**src/logic/rs_pkg.sv**
```systemverilog
package rs_pkg;

  localparam int scalar  = 2;  // Lanes and banks
  localparam int prf_idx = 6;
  localparam int rob_idx = 5;
  localparam int lsq_idx = 3;
  localparam int rs_sz   = 8;  // Entries per bank
  localparam int rs_idx  = 3;
  localparam int op_w    = 5;
  localparam int ir_w    = 32;
  localparam int pc_w    = 64;
  localparam int cls_w   = 2;

  localparam logic [op_w-1:0] op_mult = 5'h0d;

  // Unit classes.
  // Memory when rd_mem or wr_mem is set, multiply when a non-memory op
  // carries op_mult, ALU for everything else
  localparam logic [cls_w-1:0] cls_alu  = 2'd0;
  localparam logic [cls_w-1:0] cls_mem  = 2'd1;
  localparam logic [cls_w-1:0] cls_mult = 2'd2;

  function automatic logic [cls_w-1:0] fu_class_of(input logic [op_w-1:0] op,
                                                   input logic rd,
                                                   input logic wr);
    if (rd || wr) begin
      return cls_mem;
    end
    if (op == op_mult) begin
      return cls_mult;
    end
    return cls_alu;
  endfunction

endpackage

```
**src/logic/rs_entry.sv**
```systemverilog
`timescale 1ns/100ps

module rs_entry (
  input  logic                                      clk,
  input  logic                                      arst_n,
  input  logic                                      load,
  input  logic                                      flush,
  input  logic                                      issue,
  input  logic [rs_pkg::scalar-1:0]                 cdb_valid,
  input  logic [rs_pkg::scalar*rs_pkg::prf_idx-1:0] cdb_tag,
  input  logic [rs_pkg::prf_idx-1:0]                prega_idx,
  input  logic [rs_pkg::prf_idx-1:0]                pregb_idx,
  input  logic [rs_pkg::prf_idx-1:0]                pdest_idx,
  input  logic                                      prega_valid,
  input  logic                                      pregb_valid,
  input  logic [rs_pkg::op_w-1:0]                   alu_op,
  input  logic                                      rd_mem,
  input  logic                                      wr_mem,
  input  logic [rs_pkg::ir_w-1:0]                   rs_ir,
  input  logic [rs_pkg::pc_w-1:0]                   npc,
  input  logic                                      cond_branch,
  input  logic                                      uncond_branch,
  input  logic [rs_pkg::rob_idx-1:0]                rob_idx,
  input  logic [rs_pkg::lsq_idx-1:0]                lsq_idx,
  output logic                                      busy,
  output logic                                      ready,
  output logic [rs_pkg::cls_w-1:0]                  fu_class,
  output logic [rs_pkg::prf_idx-1:0]                prega_q,
  output logic [rs_pkg::prf_idx-1:0]                pregb_q,
  output logic [rs_pkg::prf_idx-1:0]                pdest_q,
  output logic [rs_pkg::op_w-1:0]                   alu_op_q,
  output logic                                      rd_mem_q,
  output logic                                      wr_mem_q,
  output logic [rs_pkg::ir_w-1:0]                   rs_ir_q,
  output logic [rs_pkg::pc_w-1:0]                   npc_q,
  output logic                                      cond_branch_q,
  output logic                                      uncond_branch_q,
  output logic [rs_pkg::rob_idx-1:0]                rob_idx_q,
  output logic [rs_pkg::lsq_idx-1:0]                lsq_idx_q
);

  logic a_rdy;
  logic b_rdy;

  // Tag seen on either broadcast this cycle
  function automatic logic cdb_hit(input logic [rs_pkg::prf_idx-1:0] tag);
    logic hit;
    hit = 1'b0;
    for (int i = 0; i < rs_pkg::scalar; i++) begin
      if (cdb_valid[i] && cdb_tag[i*rs_pkg::prf_idx +: rs_pkg::prf_idx] == tag) hit = 1'b1;
    end
    return hit;
  endfunction

  always_ff @(posedge clk or negedge arst_n) begin
    if (!arst_n) begin
      busy  <= 1'b0;
      a_rdy <= 1'b0;
      b_rdy <= 1'b0;
    end else if (flush) begin
      busy <= 1'b0;
    end else if (load) begin
      busy  <= 1'b1;
      a_rdy <= prega_valid | cdb_hit(prega_idx);  // Catch a broadcast in the load cycle
      b_rdy <= pregb_valid | cdb_hit(pregb_idx);
    end else begin
      if (issue) busy <= 1'b0;
      a_rdy <= a_rdy | cdb_hit(prega_q);
      b_rdy <= b_rdy | cdb_hit(pregb_q);
    end
  end

  always_ff @(posedge clk) begin
    if (load && !flush) begin
      prega_q         <= prega_idx;
      pregb_q         <= pregb_idx;
      pdest_q         <= pdest_idx;
      alu_op_q        <= alu_op;
      rd_mem_q        <= rd_mem;
      wr_mem_q        <= wr_mem;
      rs_ir_q         <= rs_ir;
      npc_q           <= npc;
      cond_branch_q   <= cond_branch;
      uncond_branch_q <= uncond_branch;
      rob_idx_q       <= rob_idx;
      lsq_idx_q       <= lsq_idx;
    end
  end

  assign ready    = busy & a_rdy & b_rdy;
  assign fu_class = rs_pkg::fu_class_of(alu_op_q, rd_mem_q, wr_mem_q);

endmodule

```
**src/logic/rs_select.sv**
```systemverilog
`timescale 1ns/100ps

module rs_select (
  input  logic [rs_pkg::rs_sz-1:0]                   ready,
  input  logic [rs_pkg::rs_sz-1:0][rs_pkg::cls_w-1:0] entry_class,
  input  logic                                       ex_free,
  input  logic                                       mem_free,
  input  logic                                       mult_free,
  output logic [rs_pkg::rs_sz-1:0]                   issue_hot,
  output logic [rs_pkg::rs_idx-1:0]                  issue_idx,
  output logic                                       issue_en,
  output logic [rs_pkg::cls_w-1:0]                   issue_class
);

  logic [rs_pkg::rs_sz-1:0] cand;

  // Ready slots whose class has a unit this cycle
  always_comb begin
    for (int i = 0; i < rs_pkg::rs_sz; i++) begin
      case (entry_class[i])
        rs_pkg::cls_mem:  cand[i] = ready[i] & mem_free;
        rs_pkg::cls_mult: cand[i] = ready[i] & mult_free;
        default:          cand[i] = ready[i] & ex_free;
      endcase
    end
  end

  // Lowest index wins
  always_comb begin
    issue_hot = '0;
    issue_idx = '0;
    for (int i = rs_pkg::rs_sz-1; i >= 0; i--) begin
      if (cand[i]) begin
        issue_hot    = '0;
        issue_hot[i] = 1'b1;
        issue_idx    = rs_pkg::rs_idx'(i);
      end
    end
  end

  assign issue_en    = |cand;
  assign issue_class = entry_class[issue_idx];

endmodule

```
**src/logic/rs.sv**
```systemverilog
`timescale 1ns/100ps

module rs (
  input  logic                                      clk,
  input  logic                                      arst_n,
  input  logic                                      en,
  input  logic [rs_pkg::prf_idx-1:0]                prega_idx,
  input  logic [rs_pkg::prf_idx-1:0]                pregb_idx,
  input  logic [rs_pkg::prf_idx-1:0]                pdest_idx,
  input  logic                                      prega_valid,
  input  logic                                      pregb_valid,
  input  logic [rs_pkg::op_w-1:0]                   alu_op,
  input  logic                                      rd_mem,
  input  logic                                      wr_mem,
  input  logic [rs_pkg::ir_w-1:0]                   rs_ir,
  input  logic [rs_pkg::pc_w-1:0]                   npc,
  input  logic                                      cond_branch,
  input  logic                                      uncond_branch,
  input  logic [rs_pkg::rob_idx-1:0]                rob_idx,
  input  logic [rs_pkg::lsq_idx-1:0]                lsq_idx,
  input  logic                                      ex_free,
  input  logic                                      mem_free,
  input  logic                                      mult_free,
  input  logic [rs_pkg::scalar-1:0]                 cdb_valid,
  input  logic [rs_pkg::scalar*rs_pkg::prf_idx-1:0] cdb_tag,
  input  logic [rs_pkg::rs_sz-1:0]                  entry_flush,
  output logic                                      rs_free,
  output logic                                      alu_rdy,
  output logic                                      mem_rdy,
  output logic                                      mult_rdy,
  output logic                                      en_out,
  output logic [rs_pkg::rs_idx-1:0]                 rs_idx_out,
  output logic [rs_pkg::cls_w-1:0]                  issue_class,
  output logic [rs_pkg::prf_idx-1:0]                pdest_idx_out,
  output logic [rs_pkg::prf_idx-1:0]                prega_idx_out,
  output logic [rs_pkg::prf_idx-1:0]                pregb_idx_out,
  output logic [rs_pkg::op_w-1:0]                   alu_op_out,
  output logic                                      rd_mem_out,
  output logic                                      wr_mem_out,
  output logic [rs_pkg::ir_w-1:0]                   rs_ir_out,
  output logic [rs_pkg::pc_w-1:0]                   npc_out,
  output logic                                      cond_branch_out,
  output logic                                      uncond_branch_out,
  output logic [rs_pkg::rob_idx-1:0]                rob_idx_out,
  output logic [rs_pkg::lsq_idx-1:0]                lsq_idx_out
);

  logic [rs_pkg::rs_sz-1:0]                     busy;
  logic [rs_pkg::rs_sz-1:0]                     ready;
  logic [rs_pkg::rs_sz-1:0]                     load;
  logic [rs_pkg::rs_sz-1:0]                     issue_hot;
  logic [rs_pkg::rs_sz-1:0][rs_pkg::cls_w-1:0]  cls;
  logic [rs_pkg::rs_sz-1:0][rs_pkg::prf_idx-1:0] e_prega;
  logic [rs_pkg::rs_sz-1:0][rs_pkg::prf_idx-1:0] e_pregb;
  logic [rs_pkg::rs_sz-1:0][rs_pkg::prf_idx-1:0] e_pdest;
  logic [rs_pkg::rs_sz-1:0][rs_pkg::op_w-1:0]   e_op;
  logic [rs_pkg::rs_sz-1:0]                     e_rd;
  logic [rs_pkg::rs_sz-1:0]                     e_wr;
  logic [rs_pkg::rs_sz-1:0][rs_pkg::ir_w-1:0]   e_ir;
  logic [rs_pkg::rs_sz-1:0][rs_pkg::pc_w-1:0]   e_npc;
  logic [rs_pkg::rs_sz-1:0]                     e_cbr;
  logic [rs_pkg::rs_sz-1:0]                     e_ubr;
  logic [rs_pkg::rs_sz-1:0][rs_pkg::rob_idx-1:0] e_rob;
  logic [rs_pkg::rs_sz-1:0][rs_pkg::lsq_idx-1:0] e_lsq;

  // First empty slot takes the new instruction
  always_comb begin
    load = '0;
    for (int i = rs_pkg::rs_sz-1; i >= 0; i--) begin
      if (!busy[i]) begin
        load    = '0;
        load[i] = en;
      end
    end
  end

  assign rs_free = ~&busy;

  // Class readiness ignoring units, used by the top for sharing
  always_comb begin
    alu_rdy  = 1'b0;
    mem_rdy  = 1'b0;
    mult_rdy = 1'b0;
    for (int i = 0; i < rs_pkg::rs_sz; i++) begin
      if (ready[i]) begin
        case (cls[i])
          rs_pkg::cls_mem:  mem_rdy  = 1'b1;
          rs_pkg::cls_mult: mult_rdy = 1'b1;
          default:          alu_rdy  = 1'b1;
        endcase
      end
    end
  end

  for (genvar i = 0; i < rs_pkg::rs_sz; i++) begin : g_entry
    rs_entry u_entry (
      .clk,
      .arst_n,
      .load            (load[i]),
      .flush           (entry_flush[i]),
      .issue           (issue_hot[i]),
      .cdb_valid,
      .cdb_tag,
      .prega_idx,
      .pregb_idx,
      .pdest_idx,
      .prega_valid,
      .pregb_valid,
      .alu_op,
      .rd_mem,
      .wr_mem,
      .rs_ir,
      .npc,
      .cond_branch,
      .uncond_branch,
      .rob_idx,
      .lsq_idx,
      .busy            (busy[i]),
      .ready           (ready[i]),
      .fu_class        (cls[i]),
      .prega_q         (e_prega[i]),
      .pregb_q         (e_pregb[i]),
      .pdest_q         (e_pdest[i]),
      .alu_op_q        (e_op[i]),
      .rd_mem_q        (e_rd[i]),
      .wr_mem_q        (e_wr[i]),
      .rs_ir_q         (e_ir[i]),
      .npc_q           (e_npc[i]),
      .cond_branch_q   (e_cbr[i]),
      .uncond_branch_q (e_ubr[i]),
      .rob_idx_q       (e_rob[i]),
      .lsq_idx_q       (e_lsq[i])
    );
  end

  rs_select u_select (
    .ready       (ready),
    .entry_class (cls),
    .ex_free     (ex_free),
    .mem_free    (mem_free),
    .mult_free   (mult_free),
    .issue_hot   (issue_hot),
    .issue_idx   (rs_idx_out),
    .issue_en    (en_out),
    .issue_class (issue_class)
  );

  assign pdest_idx_out     = e_pdest[rs_idx_out];
  assign prega_idx_out     = e_prega[rs_idx_out];
  assign pregb_idx_out     = e_pregb[rs_idx_out];
  assign alu_op_out        = e_op[rs_idx_out];
  assign rd_mem_out        = e_rd[rs_idx_out];
  assign wr_mem_out        = e_wr[rs_idx_out];
  assign rs_ir_out         = e_ir[rs_idx_out];
  assign npc_out           = e_npc[rs_idx_out];
  assign cond_branch_out   = e_cbr[rs_idx_out];
  assign uncond_branch_out = e_ubr[rs_idx_out];
  assign rob_idx_out       = e_rob[rs_idx_out];
  assign lsq_idx_out       = e_lsq[rs_idx_out];

endmodule

```
**src/logic/super_rs.sv**
```systemverilog
`timescale 1ns/100ps

module super_rs (
  input  logic                                      clk,
  input  logic                                      arst_n,
  input  logic [rs_pkg::scalar-1:0]                 inst_valid,
  input  logic [rs_pkg::scalar*rs_pkg::prf_idx-1:0] prega_idx,
  input  logic [rs_pkg::scalar*rs_pkg::prf_idx-1:0] pregb_idx,
  input  logic [rs_pkg::scalar*rs_pkg::prf_idx-1:0] pdest_idx,
  input  logic [rs_pkg::scalar-1:0]                 prega_valid,
  input  logic [rs_pkg::scalar-1:0]                 pregb_valid,
  input  logic [rs_pkg::scalar*rs_pkg::op_w-1:0]    alu_op,
  input  logic [rs_pkg::scalar-1:0]                 rd_mem,
  input  logic [rs_pkg::scalar-1:0]                 wr_mem,
  input  logic [rs_pkg::scalar*rs_pkg::ir_w-1:0]    rs_ir,
  input  logic [rs_pkg::scalar*rs_pkg::pc_w-1:0]    npc,
  input  logic [rs_pkg::scalar-1:0]                 cond_branch,
  input  logic [rs_pkg::scalar-1:0]                 uncond_branch,
  input  logic [rs_pkg::scalar*rs_pkg::rob_idx-1:0] rob_idx,
  input  logic [rs_pkg::scalar*rs_pkg::lsq_idx-1:0] lsq_idx,
  input  logic [rs_pkg::scalar-1:0]                 multfu_free,
  input  logic [rs_pkg::scalar-1:0]                 exfu_free,
  input  logic [rs_pkg::scalar-1:0]                 memfu_free,
  input  logic [rs_pkg::scalar-1:0]                 cdb_valid,
  input  logic [rs_pkg::scalar*rs_pkg::prf_idx-1:0] cdb_tag,
  input  logic [rs_pkg::scalar*rs_pkg::rs_sz-1:0]   entry_flush,
  output logic [rs_pkg::scalar-1:0]                 rs_stall,
  output logic [rs_pkg::scalar-1:0]                 en_out,
  output logic [rs_pkg::scalar*rs_pkg::prf_idx-1:0] pdest_idx_out,
  output logic [rs_pkg::scalar*rs_pkg::prf_idx-1:0] prega_idx_out,
  output logic [rs_pkg::scalar*rs_pkg::prf_idx-1:0] pregb_idx_out,
  output logic [rs_pkg::scalar*rs_pkg::op_w-1:0]    alu_op_out,
  output logic [rs_pkg::scalar-1:0]                 rd_mem_out,
  output logic [rs_pkg::scalar-1:0]                 wr_mem_out,
  output logic [rs_pkg::scalar*rs_pkg::ir_w-1:0]    rs_ir_out,
  output logic [rs_pkg::scalar*rs_pkg::pc_w-1:0]    npc_out,
  output logic [rs_pkg::scalar*rs_pkg::rob_idx-1:0] rob_idx_out,
  output logic [rs_pkg::scalar*rs_pkg::lsq_idx-1:0] lsq_idx_out,
  output logic [rs_pkg::scalar*rs_pkg::rs_idx-1:0]  rs_idx_out
);

  logic [rs_pkg::scalar-1:0] rs_free;
  logic [rs_pkg::scalar-1:0] alu_rdy;
  logic [rs_pkg::scalar-1:0] mem_rdy;
  logic [rs_pkg::scalar-1:0] mult_rdy;
  logic [rs_pkg::cls_w-1:0]  rs0_class;
  logic rs0_en;
  logic rs1_en;
  logic rs1_sel;
  logic rs0_ex_free;
  logic rs0_mem_free;
  logic rs0_mult_free;
  logic rs1_ex_free;
  logic rs1_mem_free;
  logic rs1_mult_free;
  logic rs0_to_ex;
  logic rs0_to_mem;
  logic rs0_to_mult;

  assign rs0_en   = rs_free[0] & inst_valid[0];
  assign rs1_sel  = rs_free[0];  // Lane 1 while bank 0 has room
  assign rs1_en   = rs_free[1] & (inst_valid[1] | (inst_valid[0] & ~rs_free[0]));
  assign rs_stall = ~rs_free;

  assign rs0_ex_free   = exfu_free[0] & alu_rdy[0];
  assign rs0_mem_free  = memfu_free[0] & mem_rdy[0];
  assign rs0_mult_free = multfu_free[0] & mult_rdy[0];

  // Bank 1 moves to unit 1 of a class only when bank 0 claims unit 0
  assign rs0_to_ex   = en_out[0] & (rs0_class == rs_pkg::cls_alu);
  assign rs0_to_mem  = en_out[0] & (rs0_class == rs_pkg::cls_mem);
  assign rs0_to_mult = en_out[0] & (rs0_class == rs_pkg::cls_mult);

  assign rs1_ex_free   = (rs0_to_ex ? exfu_free[1] : exfu_free[0]) & alu_rdy[1];
  assign rs1_mem_free  = (rs0_to_mem ? memfu_free[1] : memfu_free[0]) & mem_rdy[1];
  assign rs1_mult_free = (rs0_to_mult ? multfu_free[1] : multfu_free[0]) & mult_rdy[1];

  rs rs0 (
    .clk, .arst_n,
    .en                (rs0_en),
    .prega_idx         (prega_idx[0 +: rs_pkg::prf_idx]),
    .pregb_idx         (pregb_idx[0 +: rs_pkg::prf_idx]),
    .pdest_idx         (pdest_idx[0 +: rs_pkg::prf_idx]),
    .prega_valid       (prega_valid[0]),
    .pregb_valid       (pregb_valid[0]),
    .alu_op            (alu_op[0 +: rs_pkg::op_w]),
    .rd_mem            (rd_mem[0]),
    .wr_mem            (wr_mem[0]),
    .rs_ir             (rs_ir[0 +: rs_pkg::ir_w]),
    .npc               (npc[0 +: rs_pkg::pc_w]),
    .cond_branch       (cond_branch[0]),
    .uncond_branch     (uncond_branch[0]),
    .rob_idx           (rob_idx[0 +: rs_pkg::rob_idx]),
    .lsq_idx           (lsq_idx[0 +: rs_pkg::lsq_idx]),
    .ex_free           (rs0_ex_free),
    .mem_free          (rs0_mem_free),
    .mult_free         (rs0_mult_free),
    .cdb_valid, .cdb_tag,
    .entry_flush       (entry_flush[0 +: rs_pkg::rs_sz]),
    .rs_free           (rs_free[0]),
    .alu_rdy           (alu_rdy[0]),
    .mem_rdy           (mem_rdy[0]),
    .mult_rdy          (mult_rdy[0]),
    .en_out            (en_out[0]),
    .rs_idx_out        (rs_idx_out[0 +: rs_pkg::rs_idx]),
    .issue_class       (rs0_class),
    .pdest_idx_out     (pdest_idx_out[0 +: rs_pkg::prf_idx]),
    .prega_idx_out     (prega_idx_out[0 +: rs_pkg::prf_idx]),
    .pregb_idx_out     (pregb_idx_out[0 +: rs_pkg::prf_idx]),
    .alu_op_out        (alu_op_out[0 +: rs_pkg::op_w]),
    .rd_mem_out        (rd_mem_out[0]),
    .wr_mem_out        (wr_mem_out[0]),
    .rs_ir_out         (rs_ir_out[0 +: rs_pkg::ir_w]),
    .npc_out           (npc_out[0 +: rs_pkg::pc_w]),
    .cond_branch_out   (),
    .uncond_branch_out (),
    .rob_idx_out       (rob_idx_out[0 +: rs_pkg::rob_idx]),
    .lsq_idx_out       (lsq_idx_out[0 +: rs_pkg::lsq_idx])
  );

  // Lane 0 spills into bank 1 once bank 0 is full
  rs rs1 (
    .clk, .arst_n,
    .en                (rs1_en),
    .prega_idx         (prega_idx[rs1_sel*rs_pkg::prf_idx +: rs_pkg::prf_idx]),
    .pregb_idx         (pregb_idx[rs1_sel*rs_pkg::prf_idx +: rs_pkg::prf_idx]),
    .pdest_idx         (pdest_idx[rs1_sel*rs_pkg::prf_idx +: rs_pkg::prf_idx]),
    .prega_valid       (prega_valid[rs1_sel]),
    .pregb_valid       (pregb_valid[rs1_sel]),
    .alu_op            (alu_op[rs1_sel*rs_pkg::op_w +: rs_pkg::op_w]),
    .rd_mem            (rd_mem[rs1_sel]),
    .wr_mem            (wr_mem[rs1_sel]),
    .rs_ir             (rs_ir[rs1_sel*rs_pkg::ir_w +: rs_pkg::ir_w]),
    .npc               (npc[rs1_sel*rs_pkg::pc_w +: rs_pkg::pc_w]),
    .cond_branch       (cond_branch[rs1_sel]),
    .uncond_branch     (uncond_branch[rs1_sel]),
    .rob_idx           (rob_idx[rs1_sel*rs_pkg::rob_idx +: rs_pkg::rob_idx]),
    .lsq_idx           (lsq_idx[rs1_sel*rs_pkg::lsq_idx +: rs_pkg::lsq_idx]),
    .ex_free           (rs1_ex_free),
    .mem_free          (rs1_mem_free),
    .mult_free         (rs1_mult_free),
    .cdb_valid, .cdb_tag,
    .entry_flush       (entry_flush[rs_pkg::rs_sz +: rs_pkg::rs_sz]),
    .rs_free           (rs_free[1]),
    .alu_rdy           (alu_rdy[1]),
    .mem_rdy           (mem_rdy[1]),
    .mult_rdy          (mult_rdy[1]),
    .en_out            (en_out[1]),
    .rs_idx_out        (rs_idx_out[rs_pkg::rs_idx +: rs_pkg::rs_idx]),
    .issue_class       (),
    .pdest_idx_out     (pdest_idx_out[rs_pkg::prf_idx +: rs_pkg::prf_idx]),
    .prega_idx_out     (prega_idx_out[rs_pkg::prf_idx +: rs_pkg::prf_idx]),
    .pregb_idx_out     (pregb_idx_out[rs_pkg::prf_idx +: rs_pkg::prf_idx]),
    .alu_op_out        (alu_op_out[rs_pkg::op_w +: rs_pkg::op_w]),
    .rd_mem_out        (rd_mem_out[1]),
    .wr_mem_out        (wr_mem_out[1]),
    .rs_ir_out         (rs_ir_out[rs_pkg::ir_w +: rs_pkg::ir_w]),
    .npc_out           (npc_out[rs_pkg::pc_w +: rs_pkg::pc_w]),
    .cond_branch_out   (),
    .uncond_branch_out (),
    .rob_idx_out       (rob_idx_out[rs_pkg::rob_idx +: rs_pkg::rob_idx]),
    .lsq_idx_out       (lsq_idx_out[rs_pkg::lsq_idx +: rs_pkg::lsq_idx])
  );

endmodule

```
**config.mk**
```make
export PLATFORM = sky130hd
export DESIGN_NAME = super_rs
export DESIGN_NICKNAME = d
export VERILOG_FILES = /design/src/logic/rs_pkg.sv /design/src/logic/rs_entry.sv /design/src/logic/rs_select.sv /design/src/logic/rs.sv /design/src/logic/super_rs.sv
export SDC_FILE = /design/constraint.sdc
export NUM_CORES = 2
export LEC_CHECK = 0
export BUFFER_PORTS_ARGS = -buffer_cell sky130_fd_sc_hd__buf_2
export CAP_MARGIN = 20
export CELL_PAD_IN_SITES_DETAIL_PLACEMENT = 1
export CELL_PAD_IN_SITES_GLOBAL_PLACEMENT = 1
export CORE_ASPECT_RATIO = 0.8
export CORE_UTILIZATION = 45
export CTS_CLUSTER_DIAMETER = 100
export DETAILED_ROUTE_END_ITERATION = 10
export PLACE_DENSITY = 0.87
export SYNTH_ARGS = -nofsm -noshare
export SYNTH_HDL_FRONTEND = slang
export SYNTH_SLANG_ARGS = --single-unit
```
**constraint.sdc**
```tcl
create_clock -name clk -period 13.5 [get_ports clk]
set_input_delay 0 -clock clk [delete_from_list [all_inputs] [get_ports clk]]
set_output_delay 0 -clock clk [all_outputs]
set_load 0.1 [all_outputs]
```
==> flow_summary_export.csv <==
group,metric,value,unit
run_status,outcome,"complete, no violations",
cts,post_cts_resize_count,0,
placed_design,io_buffers,569,
floorplanning,floorplan.rows,149,
placed_design,gp_congestion,0.939,
floorplanning,initial_core_util,45.3,%
final_layout,flow.area_growth_from_synthesis,16.1,%
synth,synth_most_common_cell,"edfxtp_1",
hold_path,hold_path_startpoint,"npc[56]",
cts,cts_hold_repair.buffers,336,
grt,grt_pass1_wl,510000,um
routing,first_iter_violations,9441,
synth,ys_ff_latch,2112,
floorplanning,placeableCoreArea,206000,um^2
setup_path,critical_path_end_type,"primary output",
synth,seq_area_frac_synth,67.6,%
power,ir_worst_vdd,0.130,mV
synth,ys_warn_count,0,
setup_path,r2r-end,"rs1.g_entry[7].u_entry.busy",
timing,number_of_endpoints_with_negative_hold_slack_in_the_final_report,0,
timing,finalSetupViolCount,0,
setup_path,timing.critical_path.required,13.50,ns
setup_path,timing_worst_setup_path_type,"register to primary output",
synth,syn_area_per_cell,12.7,um^2
cts,cts_tree,"built",
cts,clk_root_buffer_cell,"clkbuf_16",
timing,maxSlewHeadroom,13.2,%
power,share_comb_of_total_power,8.2,%
synth,synth_enable_flop_cells,2064,
floorplanning,die_area,209000,um^2
routing,drt-wirelength-per-cell,32.7,um
grt,overflow,0,
cts,post_cts_buffers,0,
synth,synth-main-ff-cell,"edfxtp_1",
timing,rsz0062_at_grt,"false",
power,power.share.clock,40.1,%
floorplanning,io_pins,574,
routing,drt-total-wl,357000,um
timing,finalSetupTns,0,ns
run,max_cap_violations,0,
synth,yosys-top-cells-count,"edfxtp_1 (2064), nand2_1 (1204), nand3_1 (673)",
cts,cts-buffers-inserted,203,
floorplanning,die_h,410,um
power,p_sw,3.60,mW
cts,clkSlewWorstSetupHoldPaths,0.06,ns
power,power_frac_seq,51.8,%
hold_path,endpoint_worst_hold,"rs0.g_entry[7].u_entry.npc_q[56]",
final_layout,layout.filler_cells,20700,
synth,synth_cell_type_count,81,
final_layout,total_number_of_nets_in_the_final_design,8297,
synth,post_synth_main_area_contributors,"edfxtp_1 (66%), nand2_1 (4.8%), nand3_1 (3.6%)",
setup_path,reg2reg_depth,18,
cts,worstSkewPairLatency,0.89,ns
hold_path,hold_path_depth,2,
timing,worstMarginPinSlew,1.30,ns
timing,final-max-slew-violation-count,0,
grt,groute.usage.overall,33.1,%
timing,final.period_utilization,83.7,%
synth,syn-num-nets,7637,
setup_path,cp.arrival,11.30,ns
cts,cts.path.max_buffers,3,
final_layout,post_route_cells_drive_above_1_share,15.7,%
power,power.internal,10.6,mW
timing,hold_slack,0.0595,ns
timing,final.setup_skew,0.0882,ns
grt,number_of_antenna_violations_at_the_first_check_in_global_routing,53,
setup_path,rr_startpoint,"rs0.g_entry[6].u_entry.wr_mem_q",
routing,postRouteAntennaNets,0,
routing,vias,71100,
power,leakage_power,36.9,nW
synth,synth-async-reset-ratio,2.27,%
power,power_per_cell_area,131,nW/um^2
routing,detail_route.drc_violations,0,
setup_path,crit_path_start_kind,"register",
timing,final_critical_period,11.30,ns
routing,drt_first_pass_iters,6,
placed_design,hpwlAfterDp,200000,um
synth,synth.largest_area_cell,"edfxtp_1",
cts,clkSinkCount,2112,
routing,vias_per_cell,6.52,
grt,grt_start_max_net_pins,200,
synth,netlist.area_leader.share,66.4,%
synth,post_synthesis_cell_area,93400,um^2
timing,timing.fmax,88.5,MHz
floorplanning,chipWidth,511,um
power,power_switching_share,25.4,%
synth,netlist_instances,7331,
cts,htree_levels,4,
grt,via_count_of_the_first_global_routing_pass,74000,
setup_path,largest_fanout_on_the_critical_path,66,
hold_path,timing.hold.worst.class,"input pin to register",
setup_path,timing.reg2reg.setup_slack,5.35,ns
## metal layers
metal,global-route usage (%),vias up,routed length (um)
li1,-,29000,-
met1,38.7,36100,124000
met2,54.1,4797,170000
met3,7.47,1142,35000
met4,23.3,44,27800
met5,0,-,295
## cell type report
type	instances	area (um^2)	area share, %
Inverter	34	145	0.134
Clock buffer	261	5370	4.95
Tap cell	2718	3400	3.14
Antenna cell	35	87.6	0.0808
Sequential cell	2112	63200	58.3
Clock inverter	109	973	0.898
Timing Repair Buffer	1026	7280	6.72
Multi-Input combinational cell	4614	28000	25.8
## stage by stage
step / total power, mW / std cells / instance area [um^2] / util (%) / setup slack [ns]
CTS: 14.1 / 10900 / 108000 / 52.5 / 2.33
global placement: 8.46 / 10200 / 98500 / 47.8 / 3.61
finish: 14.2 / 10900 / 108000 / 52.6 / 2.20
detailed placement: 8.51 / 10200 / 98500 / 47.8 / 3.34
floorplan: 8.13 / 7331 / 93400 / - / 2.20
global route: 14.4 / 10900 / 108000 / 52.6 / 2.02
## worst max-delay path, stage by stage, from the launching register on
cell	delay, ns
edfxtp_1	0.40
nor2_1	0.46
nand2b_1	0.19
o32ai_1	0.27
o41a_1	0.55
o22ai_1	0.17
or3_1	0.70
a31oi_4	1.03
buf_4	0.65
mux2_2	0.44
a22oi_1	0.63
nand3_1	0.24
nand3b_1	0.17
a32oi_2	0.25
a21oi_4	0.78
and2_4	0.72
buf_4	0.77
mux2_2	0.42
o32ai_1	0.94
buf_2	0.59
## layout by cell type, fill, tap and decap left out, drive strengths merged, types with 5 or more instances in the layout
| cell | count |
|---|---|
| edfxtp | 2064 |
| nand2 | 1206 |
| buf | 689 |
| nand3 | 674 |
| dlygate4sd3 | 336 |
| nor3 | 292 |
| clkbuf | 262 |
| a211oi | 260 |
| mux2 | 252 |
| a21boi | 237 |
| xor2 | 216 |
| xnor2 | 216 |
| a21oi | 180 |
| o21ai | 152 |
| o31ai | 149 |
| nor2 | 145 |
| o22ai | 139 |
| o32ai | 122 |
| clkinv | 87 |
| nand4 | 83 |
| nor4 | 55 |
| dfrtp | 48 |
| and3 | 45 |
| inv | 39 |
| diode | 35 |
| or4 | 22 |
| a31oi | 20 |
| nand4b | 16 |
| mux2i | 16 |
| or2 | 16 |
| or3 | 15 |
| bufinv | 11 |
| and2 | 9 |
| a31o | 7 |
| nand2b | 6 |
| clkinvlp | 6 |
| o21a | 5 |
## cells by family after synthesis
| group | Yosys count | share of synthesized area, % |
|---|---|---|
| buffers and inverters | 605 | 2.61 |
| AND/OR/NAND/NOR | 2597 | 12.6 |
| multiplexers | 268 | 3.21 |
| AO/OA/AOI/OAI | 1317 | 9.87 |
| flip-flops | 2112 | 67.6 |
| XOR/XNOR | 432 | 4.05 |
## flip-flops by register name (all words and copies together), names as in the netlist, 24 cells and up
register	flops
rs0.g_entry.u_entry.alu_op_q	40
rs0.g_entry.u_entry.lsq_idx_q	24
rs0.g_entry.u_entry.npc_q	512
rs0.g_entry.u_entry.pdest_q	48
rs0.g_entry.u_entry.prega_q	48
rs0.g_entry.u_entry.pregb_q	48
rs0.g_entry.u_entry.rob_idx_q	40
rs0.g_entry.u_entry.rs_ir_q	256
rs1.g_entry.u_entry.alu_op_q	40
rs1.g_entry.u_entry.lsq_idx_q	24
rs1.g_entry.u_entry.npc_q	512
rs1.g_entry.u_entry.pdest_q	48
rs1.g_entry.u_entry.prega_q	48
rs1.g_entry.u_entry.pregb_q	48
rs1.g_entry.u_entry.rob_idx_q	40
rs1.g_entry.u_entry.rs_ir_q	256
## power groups by stage
| stage | Sequential (mW) | Clock (mW) | Combinational [mW] |
|---|---|---|---|
| 6_report | 7.35 | 5.68 | 1.16 |
| 5_1_grt | 7.35 | 5.91 | 1.18 |
| 4_1_cts | 7.34 | 5.64 | 1.12 |
| 3_5_place_dp | 7.48 | 0 | 1.03 |
| 3_3_place_gp | 7.47 | 0 | 0.989 |
| 2_1_floorplan | 7.48 | 0 | 0.647 |
## how the worst max path moves through the flow
stage	cells past startpoint	slack [ns]	from	to
floorplan	6	2.20	rs1.g_entry[4].u_entry.busy	rs1.g_entry[1].u_entry.alu_op_q[0]
global placement	20	3.61	rs0.g_entry[6].u_entry.wr_mem_q	rs_ir_out[45]
global route	20	2.02	rs0.g_entry[6].u_entry.rd_mem_q	rs_ir_out[45]
CTS	20	2.33	rs0.g_entry[6].u_entry.wr_mem_q	rob_idx_out[5]
finish	19	2.20	rs0.g_entry[6].u_entry.wr_mem_q	rs_ir_out[53]
detailed placement	20	3.34	rs0.g_entry[6].u_entry.wr_mem_q	rob_idx_out[5]
Note: power is estimated with default switching activity, not from simulation.
